==> config.mk <==
export PLATFORM = sky130hd
export DESIGN_NAME = lcdMonitorTop
export DESIGN_NICKNAME = d
export VERILOG_FILES = /design/src/displayPkg.sv /design/src/monitorPkg.sv /design/src/charStreamer.sv /design/src/lcdMonitorTop.sv /design/src/monitorInput.sv /design/src/screenComposer.sv
export VERILOG_INCLUDE_DIRS = /design/src /design/src/include
export SDC_FILE = /design/constraint.sdc
export NUM_CORES = 1
export LEC_CHECK = 0
export BUFFER_PORTS_ARGS = -buffer_cell sky130_fd_sc_hd__buf_2
export CAP_MARGIN = 25
export CORE_ASPECT_RATIO = 2
export CORE_UTILIZATION = 25
export CTS_CLUSTER_DIAMETER = 120
export CTS_CLUSTER_SIZE = 30
export DETAILED_ROUTE_END_ITERATION = 16
export GPL_TIMING_DRIVEN = 0
export HOLD_SLACK_MARGIN = 0.05
export PLACE_DENSITY = 0.47
export SYNTH_ARGS = -nofsm -noshare
export SYNTH_HDL_FRONTEND = slang
export SYNTH_SLANG_ARGS = --single-unit
==> constraint.sdc <==
create_clock -name m1_start -period 2.5 [get_ports m1_start]
set_input_delay 0.625 -clock m1_start [delete_from_list [all_inputs] [get_ports m1_start]]
set_output_delay 0.625 -clock m1_start [all_outputs]
set_load 0.01 [all_outputs]
==> src/include/screenText.svh <==
`ifndef SCREEN_TEXT_SVH
`define SCREEN_TEXT_SVH

// fixed text of the set-up dialog, one 16 character string per line
function automatic displayPkg::charCodeT screenChar(
	input monitorPkg::screenT screen,
	input displayPkg::lineIdxT line,
	input displayPkg::colIdxT col
);
	logic [8*displayPkg::ColumnCount-1:0] top;
	logic [8*displayPkg::ColumnCount-1:0] bottom;
	logic [8*displayPkg::ColumnCount-1:0] row;

	top = "                "; // blank unless a screen fills it
	bottom = "                ";
	case (screen)
		monitorPkg::startScreen:
		begin
			top = "Start Config    ";
			bottom = "Press Any Key   ";
		end
		monitorPkg::selectMaster:
		begin
			top = "Select Master   ";
		end
		monitorPkg::selectSlave:
		begin
			top = "Select Slave    ";
		end
		monitorPkg::inputAddress:
		begin
			top = "Input Address   ";
			bottom = "SW[0:11]        ";
		end
		monitorPkg::inputData:
		begin
			top = "Input Data      ";
			bottom = "SW[0:7]         ";
		end
		monitorPkg::inputBursts:
		begin
			top = "Input Number of ";
			bottom = "Bursts          ";
		end
		monitorPkg::saveConfig:
		begin
			top = "Save Config     ";
		end
		monitorPkg::doneScreen:
		begin
			top = "Config Done     ";
			bottom = "Start New Config";
		end
		default:
		begin
			top = "                "; // monitor screen is drawn elsewhere
		end
	endcase

	row = (line == 1'b1) ? bottom : top;
	// leftmost character sits in the top byte of the literal
	return row[8*(displayPkg::ColumnCount-1-col) +: 8];
endfunction

`endif

==> src/displayPkg.sv <==
package displayPkg;

	localparam int LineCount = 2; // panel lines
	localparam int ColumnCount = 16; // characters per line

	typedef logic [$clog2(LineCount)-1:0] lineIdxT;
	typedef logic [$clog2(ColumnCount)-1:0] colIdxT;
	typedef logic [7:0] charCodeT; // plain ascii

	// line in the upper bit, so a +1 on the whole struct walks the panel
	typedef struct packed {
		lineIdxT line;
		colIdxT col;
	} charPosT;

	typedef struct packed {
		charPosT pos;
		charCodeT code;
	} lcdCharT;

	localparam charCodeT CodeZero = 8'h30; // '0'
	localparam charCodeT CodeOne = 8'h31; // '1'
	localparam charCodeT CodeDash = 8'h2D; // '-'

endpackage

==> src/monitorPkg.sv <==
package monitorPkg;

	localparam int WordWidth = 16; // bus address and data width
	localparam int ShownBits = 14; // only 14 digit columns after the tag

	typedef struct packed {
		logic [WordWidth-1:0] address;
		logic [WordWidth-1:0] data;
	} busWordT;

	// step reported by the menu controller
	typedef enum logic [3:0] {
		cfgIdle = 4'd0,
		cfgMaster = 4'd1,
		cfgSlave = 4'd2,
		cfgAddress = 4'd3,
		cfgData = 4'd4,
		cfgBursts = 4'd5,
		cfgSave = 4'd6
	} configStateT;

	typedef enum logic [3:0] {
		startScreen,
		selectMaster,
		selectSlave,
		inputAddress,
		inputData,
		inputBursts,
		saveConfig,
		monitorScreen,
		doneScreen
	} screenT;

	// everything one frame is drawn from
	typedef struct packed {
		screenT screen;
		busWordT captured;
	} frameStateT;

	localparam displayPkg::charCodeT AddressTag = 8'h41; // 'A'
	localparam displayPkg::charCodeT DataTag = 8'h44; // 'D'

endpackage

==> src/charStreamer.sv <==
module charStreamer (
	input logic m1_start,
	input logic m2_start,
	input monitorPkg::screenT screen,
	input monitorPkg::busWordT captured,
	output monitorPkg::frameStateT frame,
	output displayPkg::charPosT pos,
	input displayPkg::charCodeT code,
	output logic charReq,
	input logic charAck,
	output displayPkg::lcdCharT charOut
);

	typedef enum logic [1:0] {
		stIdle, // out of reset, nothing sent yet
		stRequest, // charReq up or about to go up
		stRelease // waiting for the driver to drop charAck
	} streamStateT;

	streamStateT state;

	always_ff @(posedge m1_start or posedge m2_start)
	begin
		if (m2_start)
		begin
			state <= stIdle;
			charReq <= 1'b0;
			pos <= '0;
			frame <= '{screen: monitorPkg::startScreen, captured: '0};
		end
		else
		begin
			case (state)
				stIdle, stRelease:
				begin
					if (!charAck)
					begin
						if (pos == '0)
							frame <= '{screen: screen, captured: captured}; // new frame
						state <= stRequest;
					end
				end
				stRequest:
				begin
					if (!charReq)
						charReq <= 1'b1; // snapshot settled a cycle ago
					else if (charAck)
					begin
						charReq <= 1'b0;
						state <= stRelease;
						if (pos.col == displayPkg::colIdxT'(displayPkg::ColumnCount - 1))
						begin
							pos.col <= '0;
							pos.line <= pos.line + 1'b1; // wraps after the last line
						end
						else
							pos.col <= pos.col + 1'b1;
					end
				end
				default:
					state <= stIdle;
			endcase
		end
	end

	// pos and frame hold still while charReq is high
	assign charOut = '{pos: pos, code: code};

endmodule

==> src/lcdMonitorTop.sv <==
module lcdMonitorTop (
	input logic m1_start,
	input logic m2_start,
	input monitorPkg::configStateT configState,
	input logic modeSwitch,
	input logic bus1Start,
	input logic bus2Start,
	input monitorPkg::busWordT bus1,
	input monitorPkg::busWordT bus2,
	output logic charReq,
	input logic charAck,
	output displayPkg::lcdCharT charOut
);

	monitorPkg::screenT screen;
	monitorPkg::busWordT captured;
	monitorPkg::frameStateT frame; // snapshot held for one refresh
	displayPkg::charPosT pos;
	displayPkg::charCodeT code;

	monitorInput uMonitorInput (
		.m1_start(m1_start),
		.m2_start(m2_start),
		.configState(configState),
		.modeSwitch(modeSwitch),
		.bus1Start(bus1Start),
		.bus2Start(bus2Start),
		.bus1(bus1),
		.bus2(bus2),
		.screen(screen),
		.captured(captured)
	);

	screenComposer uScreenComposer (
		.frame(frame),
		.pos(pos),
		.code(code)
	);

	charStreamer uCharStreamer (
		.m1_start(m1_start),
		.m2_start(m2_start),
		.screen(screen),
		.captured(captured),
		.frame(frame),
		.pos(pos),
		.code(code),
		.charReq(charReq),
		.charAck(charAck),
		.charOut(charOut)
	);

endmodule

==> src/monitorInput.sv <==
module monitorInput (
	input logic m1_start,
	input logic m2_start,
	input monitorPkg::configStateT configState,
	input logic modeSwitch, // 0 config, 1 monitor
	input logic bus1Start,
	input logic bus2Start,
	input monitorPkg::busWordT bus1,
	input monitorPkg::busWordT bus2,
	output monitorPkg::screenT screen,
	output monitorPkg::busWordT captured
);

	logic configDone; // a save was seen since the last monitor visit
	monitorPkg::screenT nextScreen;

	// done memory
	always_ff @(posedge m1_start or posedge m2_start)
	begin
		if (m2_start)
			configDone <= 1'b0;
		else if (modeSwitch)
			configDone <= 1'b0; // monitor visit forgets the save
		else if (configState == monitorPkg::cfgSave)
			configDone <= 1'b1;
	end

	always_comb
	begin
		if (modeSwitch)
			nextScreen = monitorPkg::monitorScreen;
		else
		begin
			case (configState)
				monitorPkg::cfgIdle:
					nextScreen = configDone ? monitorPkg::doneScreen : monitorPkg::startScreen;
				monitorPkg::cfgMaster:
					nextScreen = monitorPkg::selectMaster;
				monitorPkg::cfgSlave:
					nextScreen = monitorPkg::selectSlave;
				monitorPkg::cfgAddress:
					nextScreen = monitorPkg::inputAddress;
				monitorPkg::cfgData:
					nextScreen = monitorPkg::inputData;
				monitorPkg::cfgBursts:
					nextScreen = monitorPkg::inputBursts;
				monitorPkg::cfgSave:
					nextScreen = monitorPkg::saveConfig;
				default:
					nextScreen = monitorPkg::startScreen; // steps 7 to 15 are unused
			endcase
		end
	end

	always_ff @(posedge m1_start or posedge m2_start)
	begin
		if (m2_start)
			screen <= monitorPkg::startScreen;
		else
			screen <= nextScreen;
	end

	// last bus transaction, master 1 first
	always_ff @(posedge m1_start or posedge m2_start)
	begin
		if (m2_start)
			captured <= '0;
		else if (bus1Start)
			captured <= bus1;
		else if (bus2Start)
			captured <= bus2;
	end

endmodule

==> src/screenComposer.sv <==
module screenComposer (
	input monitorPkg::frameStateT frame,
	input displayPkg::charPosT pos,
	output displayPkg::charCodeT code
);

	`include "screenText.svh"

	logic [monitorPkg::WordWidth-1:0] word; // address on line 0, data on line 1
	logic [monitorPkg::ShownBits-1:0] shown;
	displayPkg::charCodeT tag;
	displayPkg::colIdxT bitSel;

	assign word = (pos.line == 1'b1) ? frame.captured.data : frame.captured.address;
	assign shown = word[monitorPkg::ShownBits-1:0]; // top two bits have no column
	assign tag = (pos.line == 1'b1) ? monitorPkg::DataTag : monitorPkg::AddressTag;

	// column 2 carries bit 13, column 15 bit 0
	assign bitSel = displayPkg::colIdxT'(monitorPkg::ShownBits + 1) - pos.col;

	always_comb
	begin
		if (frame.screen != monitorPkg::monitorScreen)
			code = screenChar(frame.screen, pos.line, pos.col);
		else if (pos.col == displayPkg::colIdxT'(0))
			code = tag;
		else if (pos.col == displayPkg::colIdxT'(1))
			code = displayPkg::CodeDash;
		else if (shown[bitSel])
			code = displayPkg::CodeOne;
		else
			code = displayPkg::CodeZero;
	end

endmodule
==> impl_metrics.ini, run 1 <==
[drt]
drt_iter0_drc = 411
drt-vias-per-instance = 5.783
first_pass_iters = 5
drt-wirelength-per-cell_um = 28.84
vias = 6107
drt-total-wl_um = 30450
drt.antenna.violating_nets = 0
drc = 0

[yosys]
synth_top_area_share = 0.3229
synth.distinct_cells = 80
syn_area_um2 = 5658
yosys.area.top_type = dfrtp_1
synthesis.nets = 724
synthMostInstantiatedCell = dfrtp_1
syn-instance-count = 647
synth_common_cells = 73 x dfrtp_1, 69 x o21ai_0, 63 x nand2_1, 39 x a21oi_1, 34 x nor2_1
synth_edf_count = 0
ys_seq_area_frac = 0.3229
yosysWarnings = 0
ys_ff_latch = 73
synthFlopType = dfrtp_1
synthArstFlopShare = 1.000
syn_area_per_cell_um2 = 8.745
synthTopCellsByArea = dfrtp_1 32%, mux2_2 6.6%, o21ai_0 6.1%, mux2i_1 5.0%, nand2_1 4.2%

[power_and_ir_drop]
ir_drop_mv = 0.5647
power.leakage_uw = 0.003331
switchingPower_uw = 3979
pwr-share-seq = 0.184
p_sw_frac = 0.4823
power_density_nw_per_um2 = 1049
clock_power_share = 0.151
p_comb_frac = 0.665
internal_power_uw = 4272

[clocking]
clk_latency_ns = 0.33
cts-root-buf = clkbuf_16
cts.clk_slew.worst_paths_ns = 0.06
clockBufferDepth = 2
h-tree-depth = 3
cts_made_buffers = 9
cts_tree = built
cts_sinks = 73

[die]
num_io_pins = 88
start_util = 0.2553
rows = 77
coreArea_um2 = 22160
fp.dieW_um = 108.4
die_h_um = 214.8
dieArea_um2 = 23270

[status]
status = complete, but fails checks
violations = negative setup slack

[setup_path]
critPathCaptureType = output pin
path_cells = buf_6 > buf_6 > o21a_4 > o32ai_4 > a32oi_1 > nand3_1 > nand4_1 > o31ai_2 > buf_2
worstPathArrival_ns = 2.55
cp_top_family = compound AO/OA/AOI/OAI gates
crit_slowest_cell = dfrtp_1
crit_fanout = 10
slowest_delay_ns = 0.40
critPathLaunchType = flip-flop
cp.required_ns = 1.88
path_buf_inv = 3
crit_top_cell = buf_6
path_class = reg -> out
rrSetupSlack_ns = 0.28

[cells_and_area]
final_nets = 854
drive_above_1_share = 0.4321
design_area_um2 = 7865
n_antenna_cell = 0
syn2layout_area_growth_pct = 39.01

[global_route]
grt_pass1_wl_um = 44120
grt_pass1_vias = 6552
grtUsageTotal = 0.2715
grt_overflow = 0
antenna_found_initial = 0
grt_max_degree = 70

[sta]
hold_viol = 0
rsz0062_at_grt = true
fmax_ghz = 0.3147
tightest_slew_ns = 0.6382
drv_slew = 0
worst_slack_ns = -0.6772
fin_setup_tns_ns = -4.229
fin_crit_sh = 1.271
skew_ns = 0.007761
period_minus_slack_ns = 3.177
relSlewSlack = 0.5745
finalSetupViolCount = 7

[job]
maxCapViolCount = 0

[placed_design]
placed_area_um2 = 6432
hpwlAfterDp_um = 22790
routabilityCongestion = 1.004
port_buffers = 76

[worst_hold_path]
hp-class = in -> async
==> logic make-up after synthesis <==
family                     share of synthesized area
and+or+nand+nor                               0.1875
adders and majority gates                   0.006635
other                                      0.0006628
AOI/OAI and AO/OA                             0.2559
muxes                                         0.1431
buffers and inverters                        0.07408
DFF                                           0.3229
xor gates and xnor gates                    0.009288
==> worst reg2reg max path, delay by kind of cell, from the launching register on <==
family                   cells  cell delay [ns]
flip-flops                   1             0.50
multiplexers                 1             0.37
AND/OR/NAND/NOR              1             0.22
buffers and inverters        3             0.78
adder cells (fa/ha/maj)      1             0.23
==> flip-flops by register name, indices dropped and copies added, names as in the netlist <==
name                      cells
uMonitorInput.screen          4
uCharStreamer.charOut         5
uCharStreamer.frame          32
uCharStreamer.charReq         1
uMonitorInput.configDone      1
uCharStreamer.state           2
uMonitorInput.captured       28
==> path summary, 6_finish.rpt <==
kind,startpoint,cells past startpoint,end
max in group asynchronous,m2_start,3,uCharStreamer.frame[33]
worst max register to register,uCharStreamer.charOut[9],6,uCharStreamer.frame[12]
worst max-delay path,uCharStreamer.frame[34],9,charOut[2]
worst min-delay path,m2_start,2,uCharStreamer.charOut[10]
min in group m1_start,uMonitorInput.screen[2],1,uCharStreamer.frame[34]
worst min register to register,uMonitorInput.screen[2],1,uCharStreamer.frame[34]
==> metal layers <==
metal / vias up / global-route usage / wire length [um]
li1: 2677 / - / -
met1: 2935 / 0.2407 / 9092
met2: 342 / 0.5083 / 16450
met3: 153 / 0.04459 / 1652
met4: 0 / 0.2338 / 3255
met5: - / 0 / 0
==> what timing repair did <==
| action | CTS | global route |
|---|---|---|
| pin swaps | 27 | 34 |
| setup endpoints to repair | 39 | 7 |
| resized for setup | 148 | 62 |
| hold buffers | 0 | 0 |
| setup buffers | 30 | 11 |
| cloned | 1 | 0 |
==> placed cells by master, fill, tap and decap left out, types with 4 or more instances in the layout <==
cell       count
clkbuf_8       4
nor2b_1        6
o211ai_1       8
buf_8          7
buf_2         82
clkbuf_1       8
a211oi_2       6
nand2b_2       6
a211oi_1       4
or3_1          4
a221o_1        4
a31oi_1       11
buf_12         9
mux4_2         7
o31ai_1        6
nor3_1         8
nor2_1        26
a22oi_1        6
nand2_1       60
dfrtp_1       69
nor2b_2        5
nand2b_1       6
mux2i_1       28
buf_6         19
a21oi_1       34
inv_1          4
o21ai_0       61
mux2_2        33
dfrtp_2        4
nor2_4        10
clkbuf_16      9
nand4_1        8
o21ai_1       13
buf_4         48
clkbuf_2       6
nand3_1       14
==> layout make-up <==
| type | count | area, um2 |
|---|---|---|
| fillers | 2321 | 14290 |
| multi-input cells | 500 | 3928 |
| flip-flops and latches | 73 | 1832 |
| repair buffers | 122 | 825.8 |
| plain buffers | 62 | 604.3 |
| well taps | 276 | 345.3 |
| clock buffers | 11 | 242.7 |
| inverters | 9 | 45.04 |
| clock inverters | 3 | 42.54 |
==> per-stage QoR <==
| step | total power, uW | utilization | setup slack, ns | instances | hold WS [ns] |
|---|---|---|---|---|---|
| 2_1_floorplan | 3918 | - | 0.02173 | 647 | 0.4556 |
| 3_3_place_gp | 5790 | 0.2881 | -1.820 | 999 | 0.4599 |
| 3_5_place_dp | 5685 | 0.2903 | -1.317 | 1003 | 0.4667 |
| 4_1_cts | 7769 | 0.3401 | -0.6825 | 1045 | 0.1539 |
| 5_1_grt | 8578 | 0.3549 | -0.7400 | 1056 | 0.1610 |
| 6_report | 8252 | 0.3549 | -0.6772 | 1056 | 0.1653 |
==> power by group through the flow <==
stage / Combinational (uW) / Sequential, uW / Clock, uW
finish: 5490 / 1520 / 1240
global route: 5710 / 1540 / 1330
CTS: 4970 / 1520 / 1280
detailed placement: 4160 / 1530 / 0
global placement: 4260 / 1530 / 0
floorplan: 2440 / 1480 / 0
(Power assumes the default switching activity.)
==> inputs of run 2 (changes only) <==
--- a/config.mk
+++ b/config.mk
@@ -15,7 +15,7 @@
 export DETAILED_ROUTE_END_ITERATION = 16
 export GPL_TIMING_DRIVEN = 0
 export HOLD_SLACK_MARGIN = 0.05
-export PLACE_DENSITY = 0.47
+export PLACE_DENSITY = 0.46
 export SYNTH_ARGS = -nofsm -noshare
 export SYNTH_HDL_FRONTEND = slang
 export SYNTH_SLANG_ARGS = --single-unit
==> constraint.sdc (replaced) <==
create_clock -name m1_start -period 3.65 [get_ports m1_start]
set_input_delay 0.9125 -clock m1_start [delete_from_list [all_inputs] [get_ports m1_start]]
set_output_delay 0.9125 -clock m1_start [all_outputs]
set_load 0.1 [all_outputs]
==> run 2 against run 1 <==
The flow still finishes with violations (negative setup slack). Total power fell by 21%. Non-clock buffer count fell by 24. Clock skew fell by 0.0019 ns. Worst hold slack gained 0.30 ns. Wire length fell by 1.1%. Clock power shrank 30%. Setup slack better by 0.60 ns. Critical path type unchanged. Largest cell class unchanged. Highest routed layer is now met5.
==> impl_metrics.ini, run 2 (synthesis gave the netlist of run 1 again) <==
[global_route]
antenna_found_initial = 1
grt_pass1_wl_um = 44100
grt_pass1_vias = 6357
grt_overflow = 0
grt_max_degree = 68
grtUsageTotal = 0.2710

[cells_and_area]
n_antenna_cell = 0
utilization = 0.3357
largest_reg_flops = 32
final_nets = 830
num-fill-cells = 2401
drive_above_1_share = 0.3681
instances_no_fill = 1034
syn2layout_area_growth_pct = 31.49
final_common_cell = buf_2
final_cell_mix = 79 x buf_2, 69 x dfrtp_1, 66 x o21ai_0
top_register = uCharStreamer.frame

[die]
fp.dieW_um = 108.4
dieArea_um2 = 23270
coreArea_um2 = 22160
num_io_pins = 88
rows = 77
start_util = 0.2553
die_h_um = 214.8

[sta]
hold_viol = 0
relSlewSlack = 0.4655
finalSetupViolCount = 3
fmax_ghz = 0.2680
hold_ws_ns = 0.4629
fin_crit_sh = 1.022
drv_slew = 0
period_minus_slack_ns = 3.732
skew_ns = 0.005865
worst_slack_ns = -0.08168
rsz0062_at_grt = true
tightest_slew_ns = 0.8018

[job]
maxCapViolCount = 0

[drt]
drc = 0
vias = 6006
first_pass_iters = 5
drt-wirelength-per-cell_um = 29.12
drt-total-wl_um = 30120
drt-vias-per-instance = 5.809
drt.antenna.violating_nets = 0
drt_iter0_drc = 323

[clocking]
cts.clk_slew.worst_paths_ns = 0.06
clk_latency_ns = 0.33
hold_buffers = 0
cts_sinks = 73
cts-root-buf = clkbuf_16
clockBufferDepth = 2
cts_tree = built
cts_made_buffers = 9
h-tree-depth = 3

[power_and_ir_drop]
switchingPower_uw = 3538
power_density_nw_per_um2 = 872.7
ir_drop_mv = 0.5197
power.total_uw = 6493
clock_power_share = 0.134
power.leakage_uw = 0.003122
pwr-share-seq = 0.159
p_sw_frac = 0.5450
p_comb_frac = 0.707
internal_power_uw = 2954

[placed_design]
dp_slack_ns = -0.3603
routabilityCongestion = 1.007
port_buffers = 76
hpwlAfterDp_um = 23000
dpl.cell_count = 1003

[setup_path]
crit_slowest_cell = dfrtp_1
cp.required_ns = 2.74
worstPathArrival_ns = 2.82
worstReg2RegStart = uCharStreamer.charOut[8]
critPathCaptureType = output pin
cp_top_family = simple AND/OR/NAND/NOR gates
path_class = reg -> out
path_buf_inv = 3
path_cells = buf_6 > buf_6 > nand3b_1 > nor4_2 > nor3_1 > o211ai_1 > nand4_1 > a21oi_4 > buf_12
critPathLaunchType = flip-flop
crit_top_cell = buf_6
slowest_delay_ns = 0.44
worstSetupStartpoint = uCharStreamer.frame[33]
crit_fanout = 10

[status]
violations = negative setup slack
status = complete, but fails checks

[worst_hold_path]
hp-class = in -> async
run 2: cell count changes in the layout (fill, tap and decap cells not counted), moves of 4 or more:
cell      previous run  this run
buf_4               48        29
o21ai_0             61        66
o21ai_1             13         9
a211oi_2             6         2
nor2_4              10         5
nand2b_1             6        10
run 2: through the flow:
stage	instance area, um2	setup TNS (ns)
2_1_floorplan	5747	0
3_3_place_gp	6472	-16.30
3_5_place_dp	6531	-1.918
4_1_cts	7244	-0.0007785
5_1_grt	7440	-0.3215
6_report	7440	-0.1355
run 2: layout make-up:
class,instances,area (um2),area share
multi-input cells,500,3775,0.5074
repair buffers,98,656.9,0.08829
flip-flops and latches,73,1832,0.2462
inverters,9,37.54,0.005045
well taps,276,345.3,0.04642
clock buffers,11,242.7,0.03263
plain buffers,62,495.5,0.06660
clock inverters,5,55.05,0.007400
run 2: worst reg2reg max path, cell delays in order, from the launching register on:
cell	delay [ns]
dfrtp_2	0.43
buf_6	0.17
inv_1	0.15
clkbuf_4	0.31
ha_4	0.27
nand3_1	0.29
buf_2	0.34
mux2_2	0.30
run 2: layer usage:
layer,share of wire,global-route usage
met1,0.30,0.2455
met2,0.54,0.4994
met3,0.048,0.04580
met4,0.11,0.2360
met5,0.00046,0
run 2: power by group through the flow:
stage	sequential, uW	combinational, uW	clock, uW
6_report	1030	4590	869
5_1_grt	1050	4740	923
3_5_place_dp	1050	3810	0
4_1_cts	1030	4300	897
3_3_place_gp	1050	3870	0
2_1_floorplan	1190	2430	0
run 2: repair_timing:
item / in CTS / in global routing
resized for setup: 96 / 37
setup buffers: 13 / 5
hold endpoints to repair: 0 / 0
pin swaps: 7 / 8
setup endpoints to repair: 7 / 7
run 2: path summary, 6_finish.rpt:
kind                                              to  slack (ns)  cells past startpoint
max in group asynchronous    uCharStreamer.frame[34]        2.61                      3
hold / removal             uMonitorInput.captured[0]        0.46                      2
setup / recovery                          charOut[1]       -0.08                      9
hold reg to reg              uCharStreamer.frame[33]        0.48                      1
setup reg to reg             uCharStreamer.frame[35]        1.27                      7
min in group m1_start        uCharStreamer.frame[33]        0.48                      1
